<file path="src/common/acq_ctrl_pkg.sv">
package acq_ctrl_pkg;

  // fill sequence of the enable fsm
  typedef enum logic [2:0] {
    ST_IDLE  = 3'd0,  // waiting for enable
    ST_ARMED = 3'd1,  // writing buffer, triggers accepted
    ST_DRAIN = 3'd2,  // enable gone, readout finishing
    ST_TRAIL = 3'd3,  // checksum word going out
    ST_DONE  = 3'd4   // one cycle done pulse
  } acq_state_e;

  typedef struct packed {
    logic [11:0] channel_tag;  // bit 3 dummy data, bit 4 dummy reset per trigger
    logic [9:0]  num_words;    // data words per waveform, at least 1
    logic [11:0] pre_trig;     // samples before the trigger point
  } acq_cfg_t;

endpackage

</file>
<file path="src/logic/acq_enable_fsm.sv">
`timescale 1ns/1ps

module acq_enable_fsm
  import acq_ctrl_pkg::*;
(
  input  logic        adc_clk,
  input  logic        arst_n,
  input  logic        ext_enable,          // fill window level
  input  logic        ext_trig,            // rising edge starts a waveform
  input  logic        fifo_full,           // trigger fifo has no room
  input  logic        readout_idle,        // no waveform pending or in flight
  input  logic        trail_sent,          // trailer word went out
  input  logic [23:0] initial_fill_num,
  input  logic        initial_fill_num_wr,
  output logic        cbuf_wr_en,          // circular buffer write enable
  output logic        trig_pulse,          // accepted trigger, one cycle
  output logic        rd_en,               // readout may pop triggers
  output logic        trail_req,           // send the trailer
  output logic        fill_start,          // first cycle of a fill
  output logic        acq_idle,
  output logic        ext_done,
  output logic [23:0] fill_num
);

  acq_state_e state;
  acq_state_e state_nxt;
  logic       trig_q;       // ext_trig one cycle back
  logic       trig_edge;
  logic       drain_done;

  assign trig_edge  = ext_trig & ~trig_q;
  // a pulse still in flight has not reached the fifo yet
  assign drain_done = readout_idle & ~trig_pulse;

  always_comb begin
    state_nxt = state;
    case (state)
      ST_IDLE:  if (ext_enable) state_nxt = ST_ARMED;
      ST_ARMED: if (!ext_enable) state_nxt = ST_DRAIN;
      ST_DRAIN: if (drain_done) state_nxt = ST_TRAIL;
      ST_TRAIL: if (trail_sent) state_nxt = ST_DONE;
      ST_DONE:  state_nxt = ST_IDLE;
      default:  state_nxt = ST_IDLE;
    endcase
  end

  always_ff @(posedge adc_clk or negedge arst_n) begin
    if (!arst_n) begin
      state      <= ST_IDLE;
      trig_q     <= 1'b0;
      trig_pulse <= 1'b0;
      fill_start <= 1'b0;
      trail_req  <= 1'b0;
      fill_num   <= '0;
    end else begin
      state      <= state_nxt;
      trig_q     <= ext_trig;
      trig_pulse <= (state == ST_ARMED) & trig_edge & ~fifo_full;  // full fifo drops it
      fill_start <= (state == ST_IDLE) & ext_enable;
      trail_req  <= (state == ST_DRAIN) & drain_done;
      if (initial_fill_num_wr) begin
        fill_num <= initial_fill_num;  // load wins over the increment
      end else if (state == ST_DONE) begin
        fill_num <= fill_num + 24'd1;
      end
    end
  end

  // decoded from the state register
  assign cbuf_wr_en = (state == ST_ARMED) | (state == ST_DRAIN);  // keeps post-trigger data
  assign rd_en      = (state == ST_ARMED) | (state == ST_DRAIN);
  assign ext_done   = (state == ST_DONE);
  assign acq_idle   = (state == ST_IDLE) | (state == ST_DONE);   // rises with ext_done

endmodule

</file>
<file path="config.mk">
export PLATFORM = sky130hd
export DESIGN_NAME = acq_enable_fsm
export DESIGN_NICKNAME = d
export VERILOG_FILES = /design/src/common/acq_ctrl_pkg.sv /design/src/logic/acq_enable_fsm.sv
export SDC_FILE = /design/constraint.sdc
export NUM_CORES = 1
export LEC_CHECK = 0
export ABC_CLOCK_PERIOD_IN_PS = 3200
export BUFFER_PORTS_ARGS = -buffer_cell sky130_fd_sc_hd__buf_4
export CAP_MARGIN = 40
export CORE_MARGIN = 5
export CORE_UTILIZATION = 45
export DETAILED_ROUTE_END_ITERATION = 8
export PLACE_DENSITY = 0.73
export SYNTH_ARGS = -nofsm -noshare
export SYNTH_HDL_FRONTEND = slang
export SYNTH_SLANG_ARGS = --single-unit
</file>
<file path="constraint.sdc">
create_clock -name adc_clk -period 3.2 [get_ports adc_clk]
set_input_delay 0.96 -clock adc_clk [delete_from_list [all_inputs] [get_ports adc_clk]]
set_output_delay 0.96 -clock adc_clk [all_outputs]
set_load 0.005 [all_outputs]
</file>
After elaboration in Yosys (flattened, before gate mapping)
Cells that the tools add are included.
Word-level totals
  bits in registers: 31
  input port bits: 32
  output and inout port bits: 31
  logic and storage cells: 36
Operators by class
  add/sub/neg operators: 1
  equal/unequal tests: 8
  muxes and demuxes: 7
  bitwise operators: 11
  reduce and logical (&&, ||, !) cells: 3
Operators with widths (number)
  24-bit 2-to-1 mux: 2
  24-bit by 1-bit adder with 24-bit output, second input constant: 1
  3-bit 2-to-1 mux: 4
  3-bit one-hot mux with 4 select lines: 1
  2-bit inequality test, second input constant: 4
  1-bit bitwise AND: 6
  3-bit by 2-bit equality test with 1-bit output, second input constant: 2
  4-bit AND reduction: 1
  3-bit by 1-bit equality test with 1-bit output, second input constant: 1
  3-bit equality test, second input constant: 1
  3-bit zero test: 1
  1-bit NOT: 3
  1-bit bitwise OR: 2
  2-bit nonzero test: 1

Depth between registers and ports, before layout
Gate-level depths: netlist (run 1).
  word-level depth: 4
  mapped depth: 6
  gate-level depth less buffers: 5

Worst setup path before layout (run 1)
Ideal clock, no wire load.
  path type: register to output
  from: register state[1]
  to: output port rd_en
  data arrival time: 1.004 ns
  required time: 2.240 ns
  slack: 1.236 ns
  cell stages (with the launch flop): 5
  path through: dfrtp_1 buf_2 nand2b_1 a21oi_1 buf_4
On the way
  word-level cells in the longest chain between the ends: 2
RTL lines
  start: declaration: RTL line acq_enable_fsm.sv:25  | acq_state_e state;
  start signal: assignment: RTL line acq_enable_fsm.sv:56  | state <= state_nxt;
  3-bit by 1-bit equality test with 1-bit output / 3-bit by 2-bit equality test with 1-bit output (equally long branches)
  1-bit bitwise OR *
  end: declaration: RTL line acq_enable_fsm.sv:17  | output logic rd_en,
Every way passes the cells marked *; elsewhere a longest branch is shown, timed or not.

Worst setup path in the final report (run 1)
  from: register state[2]
  to: output port ext_done
On the way
  word-level cells in the longest chain between the ends: 1
RTL lines
  3-bit equality test: RTL line acq_enable_fsm.sv:72  | assign ext_done = (state == ST_DONE);
  end: declaration: RTL line acq_enable_fsm.sv:21  | output logic ext_done,
No other way between the ends.

==> results of run 1 <==
## power breakdown
group	switching, uW	leakage [uW]	internal (uW)	total (uW)
logic	132	0.000571	180	312
clock network	135	0.0000371	145	280
registers	85.7	0.000368	444	530
## logic make-up (layout without fill, tap and decap cells)
kind of cell / count (synthesis) / in the layout / share of synthesized area (%)
mux: 3 / 3 / 1.78
flops: 31 / 31 / 44.0
xor+xnor: 11 / 11 / 5.47
buf+inv: 17 / 71 / 4.47
simple gates: 91 / 91 / 30.1
compound gates: 39 / 39 / 13.4
fa+ha+maj: 1 / 1 / 0.710
## registers in the layout, indices dropped and copies added (netlist names)
register	flops
fill_num	24
fill_start	1
state	3
trail_req	1
trig_pulse	1
trig_q	1
## per-layer routing
layer  up-vias  track usage [%]  routed length (um)
met1       808             21.7                1900
met5         -                0                   0
met2        64             29.9                2170
met3        12             6.34                 382
li1        810                -                   -
met4         0             4.30                  56
## synthesized netlist by cell type
cell / count
dfrtp_1: 31
nand2_1: 22
nor2_1: 15
o21ai_0: 15
a31oi_1: 11
nand4_1: 9
clkbuf_1: 8
or4_1: 8
nand3_1: 7
nand2b_1: 6
o31ai_1: 6
xor2_1: 6
and3_1: 5
xnor2_1: 5
or3_1: 4
a21oi_1: 3
inv_1: 3
nor3_1: 3
nor4_1: 3
a211o_1: 2
and4_1: 2
buf_2: 2
mux2i_1: 2
a211oi_1: 1
and2_1: 1
buf_1: 1
buf_4: 1
buf_6: 1
clkbuf_2: 1
ha_1: 1
mux2_2: 1
nand3_2: 1
nand3_4: 1
nand4bb_4: 1
nor2b_1: 1
nor3b_4: 1
nor4b_1: 1
o211ai_1: 1
## worst reg2reg max path, stage by stage, from the launching register on
cell	delay, ns
dfrtp_1	0.50
nor3b_4	0.62
nand3_2	0.33
or4_1	0.57
a31oi_1	0.17
## final cells by class
class	count	share of cell area, %
timing repair buffer	62	20.3
multi-input combinational	145	39.6
tap	48	2.62
sequential	31	33.8
inverter	3	0.491
clock buffer	6	3.17
## stage by stage
stage	setup WS [ns]	util (%)	cells	hold slack [ns]	power [uW]
2_1_floorplan	1.24	-	193	0.383	699
3_3_place_gp	0.928	59.7	289	0.395	843
3_5_place_dp	0.925	59.7	289	0.418	851
4_1_cts	0.610	61.7	295	0.426	1130
5_1_grt	0.523	61.7	295	0.437	1190
6_report	0.613	61.7	295	0.418	1120
## layout by cell type (no fill, tap or decap), types with 7 or more instances in the layout
master and n:
buf_4 62, dfrtp_1 31, nand3_1 7, or4_1 8, a31oi_1 11, nor2_1 15, o21ai_0 15, nand4_1 9
nand2_1 22
## worst paths after layout
kind	start	end	slack, ns	cells after the start
worst max-delay path	state[2]	ext_done	0.61	2
min in group asynchronous	arst_n	fill_num[15]	0.61	1
max in group asynchronous	arst_n	fill_num[8]	2.31	1
worst min register to register	trig_q	trig_pulse	0.42	1
worst min-delay path	trig_q	trig_pulse	0.42	1
worst max register to register	state[2]	fill_num[14]	0.93	4
==> summary.txt, run 1 <==
Cells and area
  – Filler Cells Inserted: 344
  – Share of layout cells above drive strength 1: 29.1%
  – ANT cells: 0
  – Synthesis-to-finish area growth: 30.1%
  – Multi-input logic area: 907 um^2
  – Post-route cell area: 0.00229 mm^2
  – Reg area: 776 um^2
  – Layout Nets: 281

Setup path
  – Critical path cell sequence: nor3b_4, buf_4
  – Worst path max stage delay: 0.62 ns
  – Buf/Inv on CP: 1
  – Crit path required time: 2.24 ns
  – Max FO, Critical Path: 12
  – Worst path slowest cell: nor3b_4
  – Critical Path Source Type: flip-flop
  – Critical path type: flip-flop to output pin
  – Type of destination of the critical path: output pin
  – WP data arrival: 1.63 ns
  – Top Family by Delay on Critical Path: simple AND/OR/NAND/NOR gates

Die
  – # IOs: 63
  – Die Wd: 72.6 um
  – Full die area: 0.00527 mm^2
  – Core area: 0.00372 mm^2
  – Std cell rows: 22
  – Starting Density: 47.4%
  – Die H: 72.6 um

Timing
  – Final Setup Violations: 0
  – Max frequency: 387 MHz
  – Final Max Tran Viols: 0
  – Unrepaired setup endpoints after global routing: false
  – Final hold vios: 0
  – Final Critical Period: 2.59 ns
  – Slew headroom: 53.3%
  – TNS Setup: 0 ns
  – Final period utilization: 80.8%
  – Worst Max-Slew Pin Slew: 0.694 ns
  – Clock skew: 0.00360 ns

Synth
  – Sequential-to-total area share from yosys stat: 44.0%
  – Avg Cell Area, Syn: 9.13 um^2
  – Mapped cell area: 0.00176 mm^2
  – Ranking of synthesized cells by area: dfrtp_1 44%, nand2_1 4.7%, o21ai_0 4.3%
  – Share of the synthesized area in the top cell type: 44.0%
  – Synth warnings: 0
  – Largest area contributor in the netlist: dfrtp_1
  – Mapped Cells: 193
  – Seq cells post-synth: 31
  – Synth unique cells: 38
  – Synthesized net count: 226

Global route
  – Largest net degree at the start of global routing: 33
  – GRT Total Usage: 17.8%
  – Number of global-route vias before repair: 1653
  – GRT overflow: 0
  – Initial antenna violation count: 0
  – First-pass GRT wire length: 7390 um

Placement
  – Port bufs: 62
  – Placed inst area: 0.00222 mm^2
  – RePlAce Congestion: 0.815
  – Dpl hpwl: 3340 um

Route
  – DRC Markers: 0
  – Drt pass-1 iters: 4
  – Routed wire per std cell: 15.3 um
  – Final wirelength: 4510 um
  – Initial DRC count: 98
  – Via-to-Cell Ratio: 5.74
  – Antenna-violating nets left: 0
  – DR vias: 1694

CTS
  – Clk buf depth: 2
  – CTS tree: built
  – Number of gates resized after cts: 0
  – Setup bufs post-CTS: 0
  – Reg clk slew, reported paths: 0.06 ns
  – Total CTS buffers: 5
  – Clock Sink Count: 31
  – Htree depth: 2
  – Insertion delay to the later sink of the worst-skew pair: 0.28 ns
  – CTS root buffer: clkbuf_8
  – Hold-fix buffer count after cts: 0

Power
  – Leak: 0.000977 uW
  – Power Dens Cells: 489 mW/mm^2
  – Highest ir drop seen on vdd: 0.000342 V

Min path
  – HP Class: flip-flop to flip-flop

Run status
  – Status: finished clean

Job
  – Max-cap violations: 0
Note: power is estimated with default switching activity, not from simulation.
==> run 2: changes to the inputs <==
--- a/config.mk
+++ b/config.mk
@@ -5,7 +5,7 @@
 export SDC_FILE = /design/constraint.sdc
 export NUM_CORES = 1
 export LEC_CHECK = 0
-export ABC_CLOCK_PERIOD_IN_PS = 3200
+export ABC_CLOCK_PERIOD_IN_PS = 2600
 export BUFFER_PORTS_ARGS = -buffer_cell sky130_fd_sc_hd__buf_4
 export CAP_MARGIN = 40
 export CORE_MARGIN = 5
==> constraint.sdc (replaced) <==
create_clock -name adc_clk -period 2.6 [get_ports adc_clk]
set_input_delay 0.78 -clock adc_clk [delete_from_list [all_inputs] [get_ports adc_clk]]
set_output_delay 0.78 -clock adc_clk [all_outputs]
set_load 0.005 [all_outputs]
==> summary.txt, run 2 (synthesis gave the netlist of run 1 again) <==
Route
  – Via-to-Cell Ratio: 5.54
  – Routed wire per std cell: 14.6 um
  – DRC Markers: 0
  – DR vias: 1655
  – Final wirelength: 4350 um
  – Drt pass-1 iters: 4
  – Antenna-violating nets left: 0
  – Initial DRC count: 97

CTS
  – Setup bufs post-CTS: 0
  – Clock Sink Count: 31
  – CTS tree: built
  – Number of gates resized after cts: 0
  – CTS root buffer: clkbuf_8
  – Reg clk slew, reported paths: 0.06 ns
  – Insertion delay to the later sink of the worst-skew pair: 0.28 ns
  – Clk buf depth: 2
  – Htree depth: 2
  – Hold-fix buffer count after cts: 0
  – Total CTS buffers: 5

Power
  – Power Total: 1400 uW
  – Leak: 0.000998 uW
  – Power Dens Cells: 604 mW/mm^2
  – Highest ir drop seen on vdd: 0.000609 V

Min path
  – Hold_sp: trig_q
  – Min-Delay Path Depth: 1
  – Min-Delay Endpoint: trig_pulse
  – HP Class: flip-flop to flip-flop

Die
  – Die H: 72.6 um
  – Core area: 0.00372 mm^2
  – Die Wd: 72.6 um
  – Std cell rows: 22
  – # IOs: 63
  – Starting Density: 47.4%
  – Full die area: 0.00527 mm^2

Placement
  – RePlAce Congestion: 0.849
  – # placed instances: 291
  – Dpl hpwl: 3380 um
  – Port bufs: 62

Setup path
  – Buf/Inv on CP: 1
  – Type of destination of the critical path: output pin
  – Crit path from: state[2]
  – Critical Path Source Type: flip-flop
  – Worst path max stage delay: 0.51 ns
  – Worst r2r dst: fill_num[20]
  – Worst path slowest cell: dfrtp_1
  – R2r setup slk: 0.52 ns
  – Worst reg2reg path depth: 4
  – WP data arrival: 1.47 ns
  – Critical path depth: 2
  – Critical path type: flip-flop to output pin
  – Reg2Reg Launch Point: state[2]
  – Crit path required time: 1.82 ns
  – Critical path cell sequence: nor3b_4, buf_4
  – Max FO, Critical Path: 8
  – Top Family by Delay on Critical Path: flip-flops

Cells and area
  – Top Registers: fill_num: 24 flops, state: 3 flops
  – Filler Cells Inserted: 343
  – Post-route insts no fill: 299
  – Most common cell after layout, fill and taps aside: buf_4
  – ANT cells: 0
  – Top reg by flops: fill_num
  – Most frequent cells in the layout: 64 x buf_4, 31 x dfrtp_1, 22 x nand2_1, 15 x nor2_1, 15 x o21ai_0
  – Share of layout cells above drive strength 1: 30.7%
  – Layout Nets: 283
  – Largest register FFs: 24
  – Synthesis-to-finish area growth: 31.6%

Timing
  – Worst Max-Slew Pin Slew: 0.527 ns
  – Final Setup Violations: 0
  – Final Max Tran Viols: 0
  – Final hold vios: 0
  – Final period utilization: 86.7%
  – Final Critical Period: 2.25 ns
  – Unrepaired setup endpoints after global routing: false
  – Slew headroom: 64.6%
  – Clock skew: 0.00265 ns
  – Max frequency: 444 MHz
  – TNS Setup: 0 ns

Global route
  – Number of global-route vias before repair: 1584
  – Initial antenna violation count: 0
  – GRT overflow: 0
  – GRT Total Usage: 17.5%
  – First-pass GRT wire length: 7300 um
  – Largest net degree at the start of global routing: 33

Job
  – Max-cap violations: 0

Run status
  – Status: finished clean
[run 2: changes by cell type in the layout (fill, tap and decap cells not counted), sizes merged]
cell,delta
clkbuf,-1
buf,+2
clkinv,+3
[run 2: per-layer routing]
| layer | wire, um | track usage (%) | part of all wire [%] |
|---|---|---|---|
| met4 | 48 | 5.74 | 1.1 |
| met3 | 369 | 6.20 | 8.5 |
| met2 | 2100 | 28.4 | 48 |
| met1 | 1830 | 21.7 | 42 |
| met5 | 0 | 0 | 0 |
[run 2: worst max-delay path by stage]
stage	slack (ns)	end
2_1_floorplan	0.82	rd_en
3_3_place_gp	0.58	fill_num[14]
3_5_place_dp	0.53	fill_num[20]
4_1_cts	0.33	ext_done
5_1_grt	0.27	ext_done
6_report	0.35	ext_done
[run 2: area by class of cell]
cell class                      count  area [um^2]  area share, %
Inverter                            3         11.3          0.486
Multi-Input combinational cell    145          907           39.1
Tap cell                           48         60.1           2.59
Sequential cell                    31          776           33.5
Clock inverter                      3         15.0          0.648
Timing Repair Buffer               64          480           20.7
Clock buffer                        5         68.8           2.97
[run 2: report_power, final]
part | internal [uW] | switching (uW)
Sequential | 546 | 106
Clock | 183 | 180
Combinational | 224 | 160
Total | 953 | 446
[run 2: per-stage QoR]
stage / area (um^2) / util (%) / hold WS, ns / setup slack, ns
after floorplan: 1760 / - / 0.383 / 0.816
after global placement: 2230 / 60.1 / 0.389 / 0.583
after detailed placement: 2230 / 60.1 / 0.390 / 0.528
after CTS: 2320 / 62.4 / 0.399 / 0.331
after global routing: 2320 / 62.4 / 0.418 / 0.267
final: 2320 / 62.4 / 0.394 / 0.346
==> run 3: changes to the inputs <==
--- a/config.mk
+++ b/config.mk
@@ -6,12 +6,12 @@
 export NUM_CORES = 1
 export LEC_CHECK = 0
 export ABC_CLOCK_PERIOD_IN_PS = 2600
-export BUFFER_PORTS_ARGS = -buffer_cell sky130_fd_sc_hd__buf_4
 export CAP_MARGIN = 40
 export CORE_MARGIN = 5
 export CORE_UTILIZATION = 45
 export DETAILED_ROUTE_END_ITERATION = 8
-export PLACE_DENSITY = 0.73
+export DONT_BUFFER_PORTS = 1
+export REMOVE_ABC_BUFFERS = 1
 export SYNTH_ARGS = -nofsm -noshare
 export SYNTH_HDL_FRONTEND = slang
 export SYNTH_SLANG_ARGS = --single-unit
==> summary.txt, run 3 (synthesis gave the netlist of run 1 again) <==
Run status
  – Status: finished clean

Power
  – P_int: 828 uW
  – Clock network fraction of total power: 28.5%
  – Psw: 392 uW
  – Switching share of power: 32.1%
  – Power Dens Cells: 665 mW/mm^2
  – Leak: 0.000682 uW
  – Combinational Power Share: 17.1%
  – Part of the power in registers: 54.4%
  – Highest ir drop seen on vdd: 0.000421 V

Route
  – Initial DRC count: 70
  – Routed wire per std cell: 18.0 um
  – Via-to-Cell Ratio: 6.22
  – Final wirelength: 4220 um
  – Antenna-violating nets left: 0
  – DRC Markers: 0
  – DR vias: 1455
  – Drt pass-1 iters: 4

Cells and area
  – Largest register FFs: 24
  – Post-route cell area: 0.00183 mm^2
  – Top reg by flops: fill_num
  – Top Registers: fill_num: 24 flops, state: 3 flops
  – Layout Nets: 220
  – ANT cells: 0
  – Most common cell after layout, fill and taps aside: dfrtp_1
  – Final core utilization: 49.4%
  – Most frequent cells in the layout: 31 x dfrtp_1, 22 x nand2_1, 15 x nor2_1, 15 x o21ai_0, 11 x a31oi_1
  – Share of layout cells above drive strength 1: 5.91%
  – Synthesis-to-finish area growth: 4.12%

Timing
  – Setup ws final: 0.496 ns
  – Final Critical Period: 2.10 ns
  – TNS Setup: 0 ns
  – Final Max Tran Viols: 0
  – Max frequency: 475 MHz
  – Unrepaired setup endpoints after global routing: false
  – Slew headroom: 58.7%
  – Final period utilization: 80.9%
  – Final Setup Violations: 0
  – Final hold vios: 0
  – Worst Max-Slew Pin Slew: 0.615 ns
  – Clock skew: 0.00261 ns
  – WHS: 0.191 ns

Setup path
  – Crit path from: state[2]
  – Crit path required time: 1.82 ns
  – Worst reg2reg path depth: 5
  – Critical path type: flip-flop to output pin
  – WP data arrival: 1.32 ns
  – Worst r2r dst: fill_num[22]
  – Reg2Reg Launch Point: fill_num[0]
  – Critical Path Source Type: flip-flop
  – Worst Setup EP: ext_done
  – Type of destination of the critical path: output pin
  – R2r setup slk: 0.60 ns
  – Max FO, Critical Path: 10

CTS
  – Reg clk slew, reported paths: 0.06 ns
  – Number of gates resized after cts: 0
  – Insertion delay to the later sink of the worst-skew pair: 0.28 ns
  – CTS root buffer: clkbuf_8
  – Clock Sink Count: 31
  – Clk buf depth: 2
  – Htree depth: 2
  – Hold-fix buffer count after cts: 0
  – CTS tree: built
  – Setup bufs post-CTS: 0
  – Total CTS buffers: 5

Die
  – Die Wd: 72.6 um
  – Die H: 72.6 um
  – Starting Density: 47.4%
  – # IOs: 63
  – Std cell rows: 22
  – Core area: 0.00372 mm^2
  – Full die area: 0.00527 mm^2

Global route
  – Largest net degree at the start of global routing: 33
  – First-pass GRT wire length: 6970 um
  – Number of global-route vias before repair: 1463
  – Initial antenna violation count: 0
  – GRT Total Usage: 16.9%
  – GRT overflow: 0

Placement
  – Placed inst area: 0.00176 mm^2
  – RePlAce Congestion: 0.812
  – Dpl hpwl: 3110 um
  – Dpl ws: 0.626 ns
  – Port bufs: 0

Min path
  – HP Class: primary input to async pin

Job
  – Max-cap violations: 0
[run 3: cell type report]
cell class | count | area, um^2
Tap cell | 48 | 60.1
Timing Repair Buffer | 1 | 7.51
Multi-Input combinational cell | 145 | 907
Sequential cell | 31 | 776
Inverter | 3 | 11.3
Clock buffer | 6 | 72.6
Fill cell | 354 | 1880
[run 3: worst min-delay path by stage]
stage / start / end / slack [ns] / cells after the start
detailed placement: trig_q / trig_pulse / 0.39 / 1
CTS: arst_n / state[2] / 0.19 / 0
finish: arst_n / fill_num[20] / 0.19 / 0
global placement: trig_q / trig_pulse / 0.39 / 1
global route: arst_n / fill_num[21] / 0.17 / 0
floorplan: trig_q / trig_pulse / 0.38 / 1
[run 3: metal layers]
metal	share of wire [%]	vias up	GRT usage [%]	wire length, um
li1	-	688	-	-
met1	39	696	18.0	1630
met2	49	61	28.9	2070
met3	10	10	7.99	433
met4	1.8	0	6.76	74
met5	0	-	0	0
[run 3: power by group through the flow]
| stage | Sequential, uW | Combinational (uW) | Clock (uW) |
|---|---|---|---|
| detailed placement | 674 | 210 | 0 |
| floorplan | 642 | 178 | 0 |
| CTS | 666 | 211 | 354 |
| global route | 682 | 234 | 381 |
| finish | 664 | 208 | 348 |
| global placement | 672 | 205 | 0 |
[run 3: critical path, stage by stage, from the launching register on]
cell     delay [ns]
dfrtp_1        0.51
nor3b_4        0.30
buf_4          0.24
[run 3: metrics by stage]
stage                     cells  total power (uW)
after detailed placement    228               884
after CTS                   234              1230
after floorplan             179               820
after global placement      228               877
final                       234              1220
after global routing        234              1300
