$ cat src/common/adc_acq_macros.svh
`ifndef ADC_ACQ_MACROS_SVH
`define ADC_ACQ_MACROS_SVH

////////////////////////////////////////////////////////////
// buffer and data sizes
////////////////////////////////////////////////////////////

// circular sample buffer, 4096 samples
`define CBUF_AW 12
`define CBUF_DEPTH (1 << `CBUF_AW)

// trigger address fifo, 16 entries
`define FIFO_AW 4
`define FIFO_DEPTH (1 << `FIFO_AW)

`define SAMPLE_W 13          // over-range bit plus 12-bit adc value
`define SAMPLES_PER_WORD 4   // samples packed in one data word

`endif
$ cat src/common/acq_ctrl_pkg.sv
package acq_ctrl_pkg;

  // fill sequence of the enable fsm
  typedef enum logic [2:0] {
    ST_IDLE  = 3'd0,  // waiting for enable
    ST_ARMED = 3'd1,  // writing buffer, triggers accepted
    ST_DRAIN = 3'd2,  // enable gone, readout finishing
    ST_TRAIL = 3'd3,  // checksum word going out
    ST_DONE  = 3'd4   // one cycle done pulse
  } acq_state_e;

  typedef struct packed {
    logic [11:0] channel_tag;  // bit 3 dummy data, bit 4 dummy reset per trigger
    logic [9:0]  num_words;    // data words per waveform, at least 1
    logic [11:0] pre_trig;     // samples before the trigger point
  } acq_cfg_t;

endpackage

$ cat src/common/acq_types_pkg.sv
package acq_types_pkg;

  `include "adc_acq_macros.svh"

  localparam int PAYLOAD_W = `SAMPLES_PER_WORD * `SAMPLE_W; // 52 bits

  typedef struct packed {
    logic        ovr;  // adc over-range flag
    logic [11:0] dat;  // adc value
  } sample_t;

  typedef enum logic [3:0] {
    TAG_HDR   = 4'h1,  // waveform header
    TAG_DATA  = 4'h2,  // four samples
    TAG_TRAIL = 4'h3   // fill checksum
  } word_tag_e;

  typedef struct packed {
    logic [23:0] fill_num;
    logic [15:0] waveform_num;
    logic [11:0] channel_tag;
  } hdr_payload_t;

  // first sample of the word sits in the highest field
  typedef sample_t [`SAMPLES_PER_WORD-1:0] data_payload_t;

  typedef struct packed {
    word_tag_e              tag;
    logic [PAYLOAD_W-1:0]   payload;
  } acq_word_t;

endpackage

$ cat src/readout/waveform_readout.sv
`timescale 1ns/1ps
`include "adc_acq_macros.svh"

module waveform_readout
  import acq_types_pkg::*;
  import acq_ctrl_pkg::*;
(
  input  logic                adc_clk,
  input  logic                arst_n,
  input  logic                rd_en,          // fill open or draining
  input  logic                trail_req,
  input  logic                fill_start,
  input  acq_cfg_t            cfg,
  input  logic [23:0]         fill_num,
  input  logic                fifo_empty,
  input  logic [`CBUF_AW-1:0] trig_addr,      // head of the trigger fifo
  input  sample_t             rd_sample,
  output logic                pop,
  output logic                timer_start,
  output logic [`CBUF_AW-1:0] timer_base,
  input  logic                sample_strobe,
  input  logic                word_last,
  input  logic                timer_busy,
  output acq_word_t           out_word,
  output logic                out_valid,
  output logic [15:0]         waveform_num,
  output logic                readout_idle,
  output logic                trail_sent
);

  typedef enum logic {
    RD_IDLE,  // waiting for a trigger address
    RD_RUN    // timer streaming samples
  } rd_state_e;

  rd_state_e            rd_state;
  data_payload_t        word_sr;    // samples of the word being built
  data_payload_t        word_nxt;
  logic [PAYLOAD_W-1:0] checksum;   // xor of data payloads in this fill
  hdr_payload_t         hdr;

  ////////////////////////////////////////////////////////////
  // trigger pop and timer start
  ////////////////////////////////////////////////////////////

  assign pop          = (rd_state == RD_IDLE) & rd_en & ~fifo_empty;
  assign timer_start  = pop;
  assign timer_base   = trig_addr - cfg.pre_trig[`CBUF_AW-1:0];  // wraps below zero
  assign readout_idle = (rd_state == RD_IDLE) & fifo_empty;

  assign hdr      = '{fill_num: fill_num, waveform_num: waveform_num,
                      channel_tag: cfg.channel_tag};
  assign word_nxt = {word_sr[`SAMPLES_PER_WORD-2:0], rd_sample};  // oldest moves up

  always_ff @(posedge adc_clk) begin
    if (sample_strobe) word_sr <= word_nxt;
    if (pop) begin
      out_word <= '{tag: TAG_HDR, payload: hdr};
    end else if (sample_strobe && word_last) begin
      out_word <= '{tag: TAG_DATA, payload: word_nxt};
    end else if (trail_req) begin
      out_word <= '{tag: TAG_TRAIL, payload: checksum};
    end
  end

  ////////////////////////////////////////////////////////////
  // control, counters and checksum
  ////////////////////////////////////////////////////////////

  always_ff @(posedge adc_clk or negedge arst_n) begin
    if (!arst_n) begin
      rd_state     <= RD_IDLE;
      out_valid    <= 1'b0;
      trail_sent   <= 1'b0;
      waveform_num <= '0;
      checksum     <= '0;
    end else begin
      out_valid  <= pop | (sample_strobe & word_last) | trail_req;
      trail_sent <= trail_req;
      case (rd_state)
        RD_IDLE: if (pop) rd_state <= RD_RUN;
        RD_RUN:  if (!timer_busy) rd_state <= RD_IDLE;  // last word already out
        default: rd_state <= RD_IDLE;
      endcase
      if (fill_start) begin
        waveform_num <= '0;
        checksum     <= '0;
      end else begin
        if (pop) waveform_num <= waveform_num + 16'd1;  // header took the old value
        if (sample_strobe && word_last) checksum <= checksum ^ word_nxt;
      end
    end
  end

endmodule

$ cat config.mk
export PLATFORM = sky130hd
export DESIGN_NAME = waveform_readout
export DESIGN_NICKNAME = d
export VERILOG_FILES = /design/src/common/acq_ctrl_pkg.sv /design/src/common/acq_types_pkg.sv /design/src/readout/waveform_readout.sv
export VERILOG_INCLUDE_DIRS = /design/src /design/src/common
export SDC_FILE = /design/constraint.sdc
export NUM_CORES = 1
export LEC_CHECK = 0
export ABC_AREA = 1
export BUFFER_PORTS_ARGS = -buffer_cell sky130_fd_sc_hd__buf_2
export CAP_MARGIN = 10
export CORE_MARGIN = 2
export CORE_UTILIZATION = 32
export CTS_CLUSTER_SIZE = 12
export DETAILED_ROUTE_END_ITERATION = 16
export SYNTH_ARGS = -nofsm -noshare
export SYNTH_HDL_FRONTEND = slang
export SYNTH_SLANG_ARGS = --single-unit
$ cat constraint.sdc
create_clock -name adc_clk -period 5.6 [get_ports adc_clk]
set_input_delay 0.84 -clock adc_clk [delete_from_list [all_inputs] [get_ports adc_clk]]
set_output_delay 0.84 -clock adc_clk [all_outputs]
set_load 0.02 [all_outputs]
Yosys cells after proc, flatten, opt, wreduce, memory -nomap -nowiden

Cells that the tools add are included.

Register bits after elaboration: 164
Bits of input ports: 92
Output and inout bits: 89
Logic and storage cells: 39

Add/subtract/negate cells: 2
Muxes and demuxes: 10
Bitwise logic cells: 9
Reduce and logical (&&, ||, !) cells: 5

Operators by type and width:

| cell                    | number |
|---|---|
| $mux W52                | 3 |
| $mux W54                | 2 |
| $xor A52 B52 Y52        | 1 |
| $mux W16                | 2 |
| $add A16 B1 Y16 const B | 1 |
| $sub A12 B12 Y12        | 1 |
| $reduce_bool A2 Y1      | 3 |
| $and A1 B1 Y1           | 4 |
| $reduce_bool A3 Y1      | 1 |
| $mux W1                 | 2 |
| $not A1 Y1              | 2 |
| $or A1 B1 Y1            | 2 |
| $pmux W1 S2             | 1 |
| $logic_and A1 B1 Y1     | 1 |

Depth between registers and ports, before layout

Gate-level depths: netlist of run 1.

Depth after elaboration: 5
Depth in mapped cells: 10
Mapped depth without buffers: 10

Worst setup path before layout of run 1

OpenSTA, ideal clock, no wires.

Kind: input port to output port
Start point: input trig_addr[0]
End point: output timer_base[6]
Arrival: 2168 ps
Data required time: 4760 ps
Slack: 2592 ps
Stages on the path: 7
Buffers on the path: 0
Cell sequence: inv_1 ha_1 fa_1 nor2_1 nor2_1 o21ai_1 xor2_1

Word-level cells in the longest chain between the ends: 1

RTL lines:

| what               | line                   | source |
|---|---|---|
| start: declaration | waveform_readout.sv:16 | `` input logic [`CBUF_AW-1:0] trig_addr, `` |
| $sub A12 B12 Y12   | waveform_readout.sv:48 | `` assign timer_base = trig_addr - cfg.pre_trig[`CBUF_AW-1:0]; `` |
| end: declaration   | waveform_readout.sv:20 | `` output logic [`CBUF_AW-1:0] timer_base, `` |

Every way passes these cells.

Final worst setup path of run 1

Start point: input sample_strobe
End point: register out_word[46] (netlist bit), enable pin

Word-level cells in the longest chain between the ends: 2

RTL lines:

| what                         | line                   | source |
|---|---|---|
| start: declaration           | waveform_readout.sv:21 | `input logic sample_strobe,` |
| $logic_and A1 B1 Y1          | waveform_readout.sv:59 | `end else if (sample_strobe && word_last) begin` |
| $reduce_bool A3 Y1 (no line) | n/a                    |  |
| end signal: assignment       | waveform_readout.sv:58 | `out_word <= '{tag: TAG_HDR, payload: hdr};` |
| end signal: assignment       | waveform_readout.sv:60 | `out_word <= '{tag: TAG_DATA, payload: word_nxt};` |
| end signal: assignment       | waveform_readout.sv:62 | `out_word <= '{tag: TAG_TRAIL, payload: checksum};` |
| end: declaration             | waveform_readout.sv:24 | `output acq_word_t out_word,` |

Every way passes these cells.
A chain may end at the register's enable or synchronous reset.

==> impl_metrics.prom, run 1 <==
# TYPE chip_impl_metric gauge
chip_impl_metric{name="syn_area",unit="um^2"} 7640
chip_impl_metric{name="grt_use_met3",unit="%"} 3.65
chip_impl_metric{name="timing.max_cap.violations",unit=""} 0
chip_impl_info{name="run_status",value="finished clean"} 1
chip_impl_info{name="layout.cells.most_common_list",value="sky130_fd_sc_hd__nand2_1 (177), sky130_fd_sc_hd__buf_2 (167), sky130_fd_sc_hd__inv_1 (100)"} 1
chip_impl_metric{name="met2_resource_use_gr",unit="%"} 24.5
chip_impl_metric{name="gr-usage-met1",unit="%"} 20.2
chip_impl_metric{name="globalRoute.totalOverflow",unit=""} 0
chip_impl_metric{name="drt-pass1-iter-count",unit=""} 5
chip_impl_metric{name="floorplan.die.height",unit="um"} 159
chip_impl_metric{name="p_leak",unit="nW"} 4.20
chip_impl_metric{name="first_pass_grt_wire_length",unit="mm"} 28.7
chip_impl_metric{name="comb_power_share",unit="%"} 13.8
chip_impl_metric{name="fp.dieW",unit="um"} 159
chip_impl_metric{name="post-route-min-period",unit="ps"} 3250
chip_impl_metric{name="final_antenna_net_count",unit=""} 0
chip_impl_metric{name="gp_routability_congestion",unit=""} 0.805
chip_impl_metric{name="design_power_total",unit="W"} 0.00311
chip_impl_metric{name="numPortBuffers",unit=""} 168
chip_impl_info{name="cts.root.buffer_cell",value="sky130_fd_sc_hd__clkbuf_16"} 1
chip_impl_metric{name="post_cts_buffers",unit=""} 0
chip_impl_metric{name="fin_setup_tns",unit="ps"} 0
chip_impl_metric{name="synth-seq-area-share",unit="%"} 59.5
chip_impl_metric{name="fp.dieArea",unit="um^2"} 25100
chip_impl_metric{name="clock_tree.buffer_depth",unit=""} 2
chip_impl_metric{name="cts_inserted_buffers",unit=""} 17
chip_impl_metric{name="place_area",unit="um^2"} 8750
chip_impl_metric{name="yosysWarningCount",unit=""} 0
chip_impl_info{name="tritoncts",value="done"} 1
chip_impl_metric{name="worst-endpoint-required",unit="ps"} 5720
chip_impl_metric{name="net-switching-power",unit="W"} 0.000824
chip_impl_metric{name="postSynthRegisterBits",unit=""} 164
chip_impl_metric{name="clock_insertion_delay_worst_skew",unit="ps"} 430
chip_impl_metric{name="h-tree-depth",unit=""} 4
chip_impl_metric{name="p_seq_share",unit="%"} 45.7
chip_impl_info{name="yosys-top-cells-area",value="sky130_fd_sc_hd__edfxtp_1 (36%), sky130_fd_sc_hd__dfrtp_1 (23%), sky130_fd_sc_hd__nand2_1 (8.7%), sky130_fd_sc_hd__inv_1 (5.0%), sky130_fd_sc_hd__o21ai_0 (4.5%)"} 1
chip_impl_info{name="mostFrequentLayoutCell",value="sky130_fd_sc_hd__nand2_1"} 1
chip_impl_metric{name="proportion_of_layout_cells_with_a_drive_suffix_above_1",unit="%"} 22.3
chip_impl_metric{name="min_delay_path_depth",unit=""} 0
chip_impl_metric{name="setup-violations-final",unit=""} 0
chip_impl_metric{name="pwr-share-clk",unit="%"} 40.5
chip_impl_metric{name="timing.clock.skew",unit="ps"} 10.3
chip_impl_metric{name="grt_pass1_vias",unit=""} 5336
chip_impl_metric{name="detail_route.iter0.violations",unit=""} 492
chip_impl_metric{name="synth_cell_type_count",unit=""} 36
chip_impl_metric{name="maxSlewViolCount",unit=""} 0
chip_impl_metric{name="synthDominantCellAreaShare",unit="%"} 35.8
chip_impl_metric{name="postSynthAreaPerCell",unit="um^2"} 9.35
chip_impl_metric{name="layout.cell_area.non_filler",unit="um^2"} 9390
chip_impl_metric{name="finalCritPeriodShare",unit="%"} 58.1
chip_impl_metric{name="wl_per_cell",unit="um"} 14.5
chip_impl_metric{name="netSwitchingFraction",unit="%"} 26.5
chip_impl_metric{name="insertedDiodeCount",unit=""} 0
chip_impl_metric{name="num_vias",unit=""} 5971
chip_impl_metric{name="cell_internal_pwr",unit="W"} 0.00229
chip_impl_metric{name="cts_resized",unit=""} 0
chip_impl_info{name="crit_path_end_kind",value="flop"} 1
chip_impl_metric{name="area.growth.synth_to_final",unit="%"} 22.9
chip_impl_metric{name="rows",unit=""} 56
chip_impl_metric{name="core_area",unit="um^2"} 23500
chip_impl_metric{name="drt_wl_total",unit="mm"} 18.9
chip_impl_metric{name="worst-slew-pin-transition",unit="ps"} 1060
chip_impl_info{name="cell_accounting_for_the_most_synthesized_area",value="sky130_fd_sc_hd__edfxtp_1"} 1
chip_impl_info{name="grt_most_used_layer",value="met2"} 1
chip_impl_metric{name="nNetsFinal",unit=""} 1083
chip_impl_metric{name="filler_cell_count",unit=""} 2354
chip_impl_metric{name="route.detailed.vias_per_inst",unit=""} 4.56
chip_impl_metric{name="cp_max_fo",unit=""} 63
chip_impl_info{name="kind_of_path_behind_the_tightest_hold_check",value="reg -> reg"} 1
chip_impl_info{name="path_class",value="in -> reg"} 1
chip_impl_info{name="start_kind",value="primary input"} 1
chip_impl_metric{name="worst-endpoint-arrival",unit="ps"} 3370
chip_impl_metric{name="peakVddDrop",unit="uV"} 214
chip_impl_metric{name="ctsHoldBuffers",unit=""} 0
chip_impl_metric{name="clock_sink_count",unit=""} 164
chip_impl_metric{name="power_density",unit="nW/um^2"} 332
chip_impl_metric{name="grt_antenna_before_repair",unit=""} 2
chip_impl_metric{name="hpwl",unit="mm"} 13.0
chip_impl_metric{name="design.portCount",unit=""} 181
chip_impl_metric{name="groute.usage.overall",unit="%"} 15.1
chip_impl_info{name="rsz0062_at_grt",value="false"} 1
chip_impl_metric{name="finish.utilization",unit="%"} 40.0
chip_impl_metric{name="clk_pin_slew",unit="ps"} 70
chip_impl_metric{name="initial_utilization",unit="%"} 32.5
chip_impl_metric{name="slew_headroom",unit="%"} 28.8
chip_impl_metric{name="max_freq",unit="MHz"} 307
chip_impl_metric{name="worstRegToRegCells",unit=""} 4
chip_impl_metric{name="hold_violations",unit=""} 0
chip_impl_metric{name="grt_start_max_net_pins",unit=""} 78
chip_impl_metric{name="drc_errors",unit=""} 0
chip_impl_metric{name="post_synth_inst_count",unit=""} 817
## metal layers
layer	share of wire, %	vias to the layer above	wire [um]
li1	-	3052	-
met1	46	2738	8700
met2	48	156	9100
met3	4.7	21	887
met4	1.2	4	218
met5	0.13	-	24
## per-stage QoR
step                      hold WS, ps  setup WS (ps)  std cells
after floorplan                   427           2590        818
after global placement            434           1850       1278
after detailed placement          434           1830       1278
after CTS                         451           2280       1310
after global routing              466           2120       1310
final                             450           2350       1310
## flip-flops by register name, summed over array words and instances, names as in the netlist
| signal | flops |
|---|---|
| out_word | 54 |
| checksum | 52 |
| word_nxt | 39 |
| waveform_num | 16 |
| out_valid | 1 |
| rd_state | 1 |
| trail_sent | 1 |
## cells in the mapped netlist
cell                       instances
sky130_fd_sc_hd__a31oi_1          39
sky130_fd_sc_hd__dfrtp_1          71
sky130_fd_sc_hd__nor3_1            4
sky130_fd_sc_hd__o21ai_0          69
sky130_fd_sc_hd__xor2_1            3
sky130_fd_sc_hd__a21o_1            2
sky130_fd_sc_hd__nand2_4           1
sky130_fd_sc_hd__nand2_2           2
sky130_fd_sc_hd__nand3b_1          1
sky130_fd_sc_hd__a211oi_1          1
sky130_fd_sc_hd__nand3_2           1
sky130_fd_sc_hd__xnor2_1           5
sky130_fd_sc_hd__ha_1             12
sky130_fd_sc_hd__nor2_4            2
sky130_fd_sc_hd__nand4_1          11
sky130_fd_sc_hd__buf_4            11
sky130_fd_sc_hd__o31ai_1           4
sky130_fd_sc_hd__dfxtp_1           2
sky130_fd_sc_hd__conb_1            1
sky130_fd_sc_hd__o21bai_1          1
sky130_fd_sc_hd__nand3_4           1
sky130_fd_sc_hd__buf_2             7
sky130_fd_sc_hd__inv_1           101
sky130_fd_sc_hd__nor2_2            1
sky130_fd_sc_hd__nand3_1          16
sky130_fd_sc_hd__clkbuf_1         13
sky130_fd_sc_hd__nor2_1           87
sky130_fd_sc_hd__a21oi_1          61
sky130_fd_sc_hd__o31ai_2           1
sky130_fd_sc_hd__edfxtp_1         91
sky130_fd_sc_hd__fa_1              1
sky130_fd_sc_hd__inv_2             4
sky130_fd_sc_hd__nand2_1         178
sky130_fd_sc_hd__inv_4             1
sky130_fd_sc_hd__buf_6             1
sky130_fd_sc_hd__o21ai_1          10
## power by group through the flow
| stage | Combinational [W] | Clock (W) | Sequential [W] |
|---|---|---|---|
| after floorplan | 0.000206 | 0 | 0.00151 |
| after global placement | 0.000432 | 0 | 0.00145 |
| after detailed placement | 0.000436 | 0 | 0.00145 |
| after CTS | 0.000437 | 0.00128 | 0.00142 |
| after global routing | 0.000481 | 0.00133 | 0.00143 |
| final | 0.000430 | 0.00126 | 0.00142 |
## critical path, cell delays in order
cell and delay [ps]:
sky130_fd_sc_hd__buf_2 70, sky130_fd_sc_hd__buf_4 430, sky130_fd_sc_hd__nand2_2 150, sky130_fd_sc_hd__inv_4 510
sky130_fd_sc_hd__nor2_1 140, sky130_fd_sc_hd__nand2_2 810, sky130_fd_sc_hd__buf_4 370
## cell families after synthesis
group	after synthesis	share of synthesized area (%)
flip-flops	164	59.5
buffers and inverters	138	7.57
adder cells (fa/ha/maj)	13	2.23
AND/OR/NAND/NOR	305	16.4
AO/OA/AOI/OAI	188	13.3
other	1	0.0491
XOR/XNOR	8	0.917
## path summary, 6_finish.rpt
path | start | endpoint | slack, ps
setup reg to reg | rd_state | out_word[46] | 3230
hold / removal | word_nxt[21] | word_nxt[34] | 450
min in group asynchronous | arst_n | rd_state | 580
setup / recovery | sample_strobe | out_word[46] | 2350
max in group asynchronous | arst_n | checksum[14] | 4340
hold reg to reg | word_nxt[21] | word_nxt[34] | 450
## cell type report
class                   instances  area, um^2  area share, %
clock inverters                14         199           2.12
repair buffers                173         881           9.38
flip-flops and latches        164        4550           48.5
clock buffers                  18         439           4.68
well taps                     319         399           4.25
multi-input cells             516        2520           26.8
inverters                     106         400           4.27
Power figures use the tool's default switching activity.
==> run 2: changes to the inputs <==
==> constraint.sdc (replaced) <==
create_clock -name adc_clk -period 3 [get_ports adc_clk]
set_input_delay 0.45 -clock adc_clk [delete_from_list [all_inputs] [get_ports adc_clk]]
set_output_delay 0.45 -clock adc_clk [all_outputs]
set_load 0.02 [all_outputs]
==> run 2 against run 1 <==
  * Sequential share of layout area is 0.058 points higher
  * Sequential cell count unchanged
  * Die area unchanged
  * Largest cell class unchanged
  * Largest power group unchanged
  * Highest routed layer unchanged
==> impl_metrics.prom, run 2 (synthesized netlist as in run 1, its figures left out) <==
# TYPE chip_impl_metric gauge
chip_impl_info{name="run_status",value="finished clean"} 1
chip_impl_metric{name="floorplan.die.height",unit="um"} 159
chip_impl_info{name="critical_path_s_top_delay_family",value="adder cells"} 1
chip_impl_metric{name="grt_antenna_before_repair",unit=""} 2
chip_impl_metric{name="timing.max_cap.violations",unit=""} 0
chip_impl_metric{name="post-route-min-period",unit="ps"} 2360
chip_impl_metric{name="p_leak",unit="nW"} 4.19
chip_impl_metric{name="clock_tree.buffer_depth",unit=""} 2
chip_impl_info{name="kind_of_path_behind_the_tightest_hold_check",value="in -> reg"} 1
chip_impl_metric{name="final_antenna_net_count",unit=""} 0
chip_impl_metric{name="design.portCount",unit=""} 181
chip_impl_metric{name="area.growth.synth_to_final",unit="%"} 22.7
chip_impl_metric{name="fp.dieArea",unit="um^2"} 25100
chip_impl_metric{name="h-tree-depth",unit=""} 4
chip_impl_info{name="min-delay-start",value="trail_req"} 1
chip_impl_metric{name="numPortBuffers",unit=""} 168
chip_impl_info{name="rsz0062_at_grt",value="false"} 1
chip_impl_metric{name="cts_inserted_buffers",unit=""} 17
chip_impl_metric{name="initial_utilization",unit="%"} 32.5
chip_impl_info{name="critical_path.cell_chain",value="buf_2 -> ha_1 -> fa_1 -> nor2_1 -> nor2_1 -> o21ai_1 -> xor2_1 -> buf_2"} 1
chip_impl_metric{name="peakVddDrop",unit="uV"} 413
chip_impl_metric{name="worst-path-buf-inv",unit=""} 2
chip_impl_metric{name="fin_setup_tns",unit="ps"} 0
chip_impl_info{name="start_kind",value="primary input"} 1
chip_impl_metric{name="finalCritPeriodShare",unit="%"} 78.5
chip_impl_metric{name="drt-pass1-iter-count",unit=""} 5
chip_impl_metric{name="nNetsFinal",unit=""} 1086
chip_impl_info{name="worst_path_max_delay_cell",value="sky130_fd_sc_hd__fa_1"} 1
chip_impl_metric{name="worstRegToRegCells",unit=""} 4
chip_impl_metric{name="cts_resized",unit=""} 0
chip_impl_metric{name="route.detailed.vias_per_inst",unit=""} 4.63
chip_impl_info{name="worst_hold_end",value="trail_sent"} 1
chip_impl_metric{name="hpwl",unit="mm"} 13.6
chip_impl_metric{name="ctsHoldBuffers",unit=""} 0
chip_impl_metric{name="clock_insertion_delay_worst_skew",unit="ps"} 420
chip_impl_metric{name="worst-endpoint-required",unit="ps"} 2550
chip_impl_metric{name="rows",unit=""} 56
chip_impl_metric{name="grt_pass1_vias",unit=""} 5730
chip_impl_metric{name="hold_violations",unit=""} 0
chip_impl_metric{name="drc_errors",unit=""} 0
chip_impl_metric{name="insertedDiodeCount",unit=""} 0
chip_impl_info{name="largest_register",value="out_word"} 1
chip_impl_info{name="tritoncts",value="done"} 1
chip_impl_metric{name="setup-violations-final",unit=""} 0
chip_impl_info{name="layout.cells.most_common_list",value="sky130_fd_sc_hd__nand2_1 (177), sky130_fd_sc_hd__buf_2 (167), sky130_fd_sc_hd__inv_1 (100)"} 1
chip_impl_metric{name="clk_pin_slew",unit="ps"} 60
chip_impl_info{name="regToRegStartpoint",value="rd_state"} 1
chip_impl_metric{name="timing.clock.skew",unit="ps"} 8.27
chip_impl_metric{name="r2r_slack",unit="ps"} 1400
chip_impl_metric{name="gp_routability_congestion",unit=""} 0.789
chip_impl_metric{name="grt_start_max_net_pins",unit=""} 72
chip_impl_metric{name="post_cts_buffers",unit=""} 0
chip_impl_metric{name="drt_wl_total",unit="mm"} 19.3
chip_impl_metric{name="groute.usage.overall",unit="%"} 15.7
chip_impl_metric{name="max_reg_flops",unit=""} 54
chip_impl_metric{name="post_layout_nonfiller_instances",unit=""} 1313
chip_impl_info{name="cts.root.buffer_cell",value="sky130_fd_sc_hd__clkbuf_16"} 1
chip_impl_metric{name="core_area",unit="um^2"} 23500
chip_impl_metric{name="slowest_delay",unit="ps"} 430
chip_impl_info{name="endpoint_of_the_worst_register_to_register_path",value="out_word[30]"} 1
chip_impl_info{name="mostFrequentLayoutCell",value="sky130_fd_sc_hd__nand2_1"} 1
chip_impl_info{name="path_class",value="in -> out"} 1
chip_impl_metric{name="worst-endpoint-arrival",unit="ps"} 1910
chip_impl_metric{name="fp.dieW",unit="um"} 159
chip_impl_metric{name="holdWs",unit="ps"} 186
chip_impl_metric{name="placed_cells",unit=""} 1281
chip_impl_metric{name="cp_max_fo",unit=""} 3
chip_impl_metric{name="max_freq",unit="MHz"} 424
chip_impl_metric{name="num_vias",unit=""} 6074
chip_impl_metric{name="power_density",unit="nW/um^2"} 604
chip_impl_metric{name="slew_headroom",unit="%"} 32.0
chip_impl_metric{name="wl_per_cell",unit="um"} 14.7
chip_impl_metric{name="worst-slew-pin-transition",unit="ps"} 1020
chip_impl_metric{name="first_pass_grt_wire_length",unit="mm"} 29.9
chip_impl_metric{name="detail_route.iter0.violations",unit=""} 439
chip_impl_metric{name="min_delay_path_depth",unit=""} 1
chip_impl_metric{name="maxSlewViolCount",unit=""} 0
chip_impl_info{name="crit_path_end_kind",value="output port"} 1
chip_impl_metric{name="clock_sink_count",unit=""} 164
chip_impl_metric{name="filler_cell_count",unit=""} 2331
chip_impl_metric{name="proportion_of_layout_cells_with_a_drive_suffix_above_1",unit="%"} 22.1
chip_impl_metric{name="globalRoute.totalOverflow",unit=""} 0
run 2: changes by cell type in the layout (fill, tap and decap cells not counted), sizes merged:
| cell | before | now |
|---|---|---|
| clkinvlp | 0 | 1 |
| bufinv | 4 | 3 |
| clkinv | 6 | 4 |
| inv | 110 | 109 |
| clkbuf | 18 | 21 |
| buf | 173 | 176 |
run 2: final cells by class:
cell class | count | area [um^2] | area share, %
flip-flops and latches | 164 | 4550 | 48.5
multi-input cells | 516 | 2520 | 26.9
repair buffers | 176 | 916 | 9.77
clock buffers | 21 | 440 | 4.70
inverters | 106 | 400 | 4.27
well taps | 319 | 399 | 4.26
clock inverters | 11 | 151 | 1.61
run 2: worst register-to-register path: cells and delay by family (launching register included):
family                 cells  cell delay, ps
buffers and inverters      2             590
AO/OA/AOI/OAI              1             250
flip-flops                 1             380
AND/OR/NAND/NOR            1              80
run 2: how the worst max path moves through the flow:
stage	from	to	slack (ps)	cells after the start
floorplan	fifo_empty	out_word[0]	530	5
global placement	cfg[0]	timer_base[6]	650	8
detailed placement	cfg[0]	timer_base[6]	630	8
CTS	cfg[0]	timer_base[6]	630	8
global route	trig_addr[0]	timer_base[6]	560	9
finish	cfg[0]	timer_base[6]	640	8
run 2: per-layer routing:
metal | GRT usage [%] | wire length [um]
met5 | 0 | 24
met4 | 3.78 | 195
met3 | 4.27 | 1190
met2 | 26.4 | 9340
met1 | 20.1 | 8570
run 2: stage by stage:
step / util, % / instance area, um^2 / worst slack (ps) / total power (W)
2_1_floorplan: - / 7640 / 530 / 0.00320
3_3_place_gp: 37.4 / 8780 / 653 / 0.00351
3_5_place_dp: 37.4 / 8780 / 632 / 0.00353
4_1_cts: 39.9 / 9380 / 629 / 0.00573
5_1_grt: 39.9 / 9380 / 559 / 0.00592
6_report: 39.9 / 9380 / 644 / 0.00566
run 2: report_power, final:
group	switching (W)	internal, W
logic	0.000555	0.000261
clock network	0.000876	0.00132
registers	0.0000644	0.00259
==> run 3: changes to the inputs <==
--- a/config.mk
+++ b/config.mk
@@ -6,7 +6,7 @@
 export SDC_FILE = /design/constraint.sdc
 export NUM_CORES = 1
 export LEC_CHECK = 0
-export ABC_AREA = 1
+export ABC_AREA = 0
 export BUFFER_PORTS_ARGS = -buffer_cell sky130_fd_sc_hd__buf_2
 export CAP_MARGIN = 10
 export CORE_MARGIN = 2
==> constraint.sdc (replaced) <==
create_clock -name adc_clk -period 2.25 [get_ports adc_clk]
set_input_delay 0.3375 -clock adc_clk [delete_from_list [all_inputs] [get_ports adc_clk]]
set_output_delay 0.3375 -clock adc_clk [all_outputs]
set_load 0.02 [all_outputs]
==> run 3 against run 2 <==
  * The flow now finishes with violations (negative setup slack)
  * Final cell count is 14% lower
  * Register-to-register slack worse by 1100 ps
  * Global-route usage is 0.60 points lower
  * Total power is 34% higher
  * Sequential share of layout area is 0.74 points higher
  * Cell area is 1.5% lower
  * Critical path type unchanged
  * Critical endpoint is now timer_base[8]
==> impl_metrics.prom, run 3 <==
# TYPE chip_impl_metric gauge
chip_impl_metric{name="preCtsSetupSlack",unit="ps"} -131
chip_impl_metric{name="final_antenna_net_count",unit=""} 0
chip_impl_metric{name="rows",unit=""} 54
chip_impl_metric{name="grt_pass1_vias",unit=""} 5002
chip_impl_metric{name="design_power_total",unit="W"} 0.00758
chip_impl_metric{name="wl_per_cell",unit="um"} 16.0
chip_impl_info{name="kind_of_path_behind_the_tightest_hold_check",value="in -> reg"} 1
chip_impl_info{name="mostFrequentLayoutCell",value="sky130_fd_sc_hd__buf_2"} 1
chip_impl_metric{name="syn_area",unit="um^2"} 7230
chip_impl_metric{name="p_leak",unit="nW"} 4.18
chip_impl_metric{name="clk_pin_slew",unit="ps"} 60
chip_impl_info{name="critical_path_s_top_delay_family",value="compound AO/OA/AOI/OAI gates"} 1
chip_impl_metric{name="postSynthRegisterBits",unit=""} 164
chip_impl_metric{name="peakVddDrop",unit="uV"} 430
chip_impl_metric{name="worst-endpoint-arrival",unit="ps"} 2020
chip_impl_info{name="rsz0062_at_grt",value="true"} 1
chip_impl_metric{name="groute.usage.overall",unit="%"} 15.1
chip_impl_metric{name="floorplan.die.height",unit="um"} 154
chip_impl_metric{name="cts_inserted_buffers",unit=""} 17
chip_impl_metric{name="clock_tree.buffer_depth",unit=""} 2
chip_impl_metric{name="max_reg_flops",unit=""} 54
chip_impl_metric{name="finalCritPeriodShare",unit="%"} 105
chip_impl_info{name="start_kind",value="primary input"} 1
chip_impl_info{name="path_class",value="in -> out"} 1
chip_impl_metric{name="cp_max_fo",unit=""} 3
chip_impl_metric{name="postSynthAreaPerCell",unit="um^2"} 11.0
chip_impl_metric{name="worst-endpoint-required",unit="ps"} 1910
chip_impl_metric{name="hold_violations",unit=""} 0
chip_impl_metric{name="route.detailed.vias_per_inst",unit=""} 4.73
chip_impl_info{name="cell_accounting_for_the_most_synthesized_area",value="sky130_fd_sc_hd__edfxtp_1"} 1
chip_impl_info{name="post_synth_most_frequent_cells",value="sky130_fd_sc_hd__nor2_1 (124), sky130_fd_sc_hd__nand2_1 (116), sky130_fd_sc_hd__edfxtp_1 (91)"} 1
chip_impl_metric{name="drt_wl_total",unit="mm"} 18.0
chip_impl_info{name="ys.flop_type",value="sky130_fd_sc_hd__edfxtp_1"} 1
chip_impl_metric{name="globalRoute.totalOverflow",unit=""} 0
chip_impl_metric{name="synth_enable_flop_cells",unit=""} 91
chip_impl_metric{name="timing.clock.skew",unit="ps"} 8.96
chip_impl_metric{name="gp_routability_congestion",unit=""} 0.781
chip_impl_metric{name="slowest_delay",unit="ps"} 340
chip_impl_metric{name="h-tree-depth",unit=""} 4
chip_impl_info{name="layout.cells.most_common_list",value="sky130_fd_sc_hd__buf_2 (156), sky130_fd_sc_hd__nor2_1 (124), sky130_fd_sc_hd__nand2_1 (115)"} 1
chip_impl_metric{name="holdWs",unit="ps"} 113
chip_impl_metric{name="drt-pass1-iter-count",unit=""} 5
chip_impl_metric{name="clock_sink_count",unit=""} 164
chip_impl_metric{name="ys_async_rst_share",unit="%"} 43.3
chip_impl_metric{name="place_area",unit="um^2"} 8500
chip_impl_info{name="tritoncts",value="done"} 1
chip_impl_metric{name="nNetsFinal",unit=""} 939
chip_impl_metric{name="timing.max_cap.violations",unit=""} 0
chip_impl_info{name="worst_path_max_delay_cell",value="sky130_fd_sc_hd__a221o_1"} 1
chip_impl_metric{name="maxSlewViolCount",unit=""} 0
chip_impl_metric{name="worst_setup_slack_after_layout",unit="ps"} -104
chip_impl_metric{name="drc_errors",unit=""} 0
chip_impl_metric{name="post_layout_nonfiller_instances",unit=""} 1127
chip_impl_info{name="crit_path_end_kind",value="output port"} 1
chip_impl_metric{name="power_density",unit="nW/um^2"} 821
chip_impl_info{name="run_status",value="finished, violations left"} 1
chip_impl_metric{name="area.growth.synth_to_final",unit="%"} 27.8
chip_impl_metric{name="synth-seq-area-share",unit="%"} 62.9
chip_impl_metric{name="placed_cells",unit=""} 1090
chip_impl_metric{name="synthDominantCellAreaShare",unit="%"} 37.8
chip_impl_info{name="cts.root.buffer_cell",value="sky130_fd_sc_hd__clkbuf_16"} 1
chip_impl_info{name="yosys-top-cells-area",value="sky130_fd_sc_hd__edfxtp_1 (38%), sky130_fd_sc_hd__dfrtp_1 (25%), sky130_fd_sc_hd__xor2_1 (8.0%), sky130_fd_sc_hd__nor2_1 (6.4%), sky130_fd_sc_hd__nand2_1 (6.0%)"} 1
chip_impl_metric{name="design.portCount",unit=""} 181
chip_impl_info{name="yosys.cell_count.top_type",value="sky130_fd_sc_hd__nor2_1"} 1
chip_impl_metric{name="detail_route.iter0.violations",unit=""} 281
chip_impl_metric{name="post-route-min-period",unit="ps"} 2350
chip_impl_metric{name="fp.dieW",unit="um"} 154
chip_impl_metric{name="initial_utilization",unit="%"} 32.8
chip_impl_metric{name="max_freq",unit="MHz"} 425
chip_impl_metric{name="first_pass_grt_wire_length",unit="mm"} 27.6
chip_impl_metric{name="hpwl",unit="mm"} 12.4
chip_impl_metric{name="grt_antenna_before_repair",unit=""} 0
chip_impl_metric{name="num_vias",unit=""} 5334
chip_impl_metric{name="numPortBuffers",unit=""} 168
chip_impl_metric{name="worst-path-buf-inv",unit=""} 3
chip_impl_info{name="largest_register",value="out_word"} 1
chip_impl_metric{name="setup-violations-final",unit=""} 3
chip_impl_info{name="critPathMostFrequentCell",value="sky130_fd_sc_hd__buf_6"} 1
chip_impl_metric{name="post_synth_inst_count",unit=""} 657
chip_impl_metric{name="core_area",unit="um^2"} 22000
chip_impl_metric{name="yosysWarningCount",unit=""} 0
chip_impl_info{name="failed_checks",value="negative setup slack"} 1
chip_impl_metric{name="grt_start_max_net_pins",unit=""} 63
chip_impl_metric{name="fp.dieArea",unit="um^2"} 23800
chip_impl_info{name="critical_path.cell_chain",value="buf_6 -> inv_4 -> ha_4 -> fa_2 -> nor2b_4 -> o31a_1 -> or2_1 -> a221o_1 -> xor2_2 -> buf_6"} 1
chip_impl_metric{name="proportion_of_layout_cells_with_a_drive_suffix_above_1",unit="%"} 29.3
chip_impl_metric{name="clock_insertion_delay_worst_skew",unit="ps"} 430
chip_impl_metric{name="synth_cell_type_count",unit=""} 41
chip_impl_metric{name="insertedDiodeCount",unit=""} 0
chip_impl_metric{name="layout.cell_area.non_filler",unit="um^2"} 9240
-- run 3: final timing paths --
path                         startpoint              end  slack [ps]  cells after the start
hold / removal                trail_req       trail_sent         110                      1
setup / recovery           trig_addr[0]    timer_base[8]        -100                     10
max in group asynchronous        arst_n  waveform_num[8]        1330                      3
min in group asynchronous        arst_n     checksum[35]         390                      2
setup reg to reg               rd_state     out_word[12]         300                      4
hold reg to reg            word_nxt[13]     word_nxt[26]         450                      0
-- run 3: where the power goes --
part | switching, W | total (W) | internal, W
clock | 0.00119 | 0.00280 | 0.00161
combinational | 0.000737 | 0.00120 | 0.000459
sequential | 0.000112 | 0.00358 | 0.00347
total | 0.00204 | 0.00758 | 0.00554
-- run 3: what timing repair did --
action                                  4_1_cts  5_1_grt
hold endpoints to repair                     26        0
pin swaps                                     3        3
gates resized for setup                      19       14
endpoints found under the setup margin        6        7
buffers inserted                              1        3
hold buffers                                  1        0
-- run 3: logic make-up (layout without fill, tap and decap cells) --
group | count (synthesis) | after routing | synth area share, %
AOI/OAI and AO/OA | 82 | 82 | 7.29
xor gates and xnor gates | 73 | 73 | 8.85
adders and majority gates | 13 | 13 | 2.35
buffers and inverters | 52 | 241 | 3.01
DFF | 164 | 164 | 62.9
muxes | 1 | 1 | 0.156
other | 1 | 2 | 0.0519
and+or+nand+nor | 271 | 271 | 15.4
-- run 3: worst register-to-register path, cell delays in order, from the launching register on --
cell and delay [ps]:
sky130_fd_sc_hd__dfrtp_1 390, sky130_fd_sc_hd__or3b_4 460, sky130_fd_sc_hd__clkinv_2 210, sky130_fd_sc_hd__or3_2 180, sky130_fd_sc_hd__buf_4 360
-- run 3: final cells by class --
cell class | instances | area, um^2
inverters | 15 | 60.1
flip-flops and latches | 164 | 4550
repair buffers | 194 | 1160
clock inverters | 12 | 104
well taps | 280 | 350
multi-input cells | 442 | 2540
fillers | 2131 | 12800
clock buffers | 20 | 467
-- run 3: per-stage QoR --
step | util [%] | TNS [ps]
final | 41.9 | -194
after global routing | 41.9 | -622
after CTS | 41.6 | -154
after detailed placement | 38.6 | -331
after global placement | 38.6 | -403
after floorplan | - | 0
-- run 3: metal layers --
| layer | track usage (%) | vias up | routed length, um |
|---|---|---|---|
| met1 | 20.6 | 2567 | 8460 |
| met2 | 23.5 | 168 | 8250 |
| met5 | 0 | - | 0 |
| li1 | - | 2587 | - |
| met4 | 4.01 | 0 | 182 |
| met3 | 4.46 | 12 | 1100 |
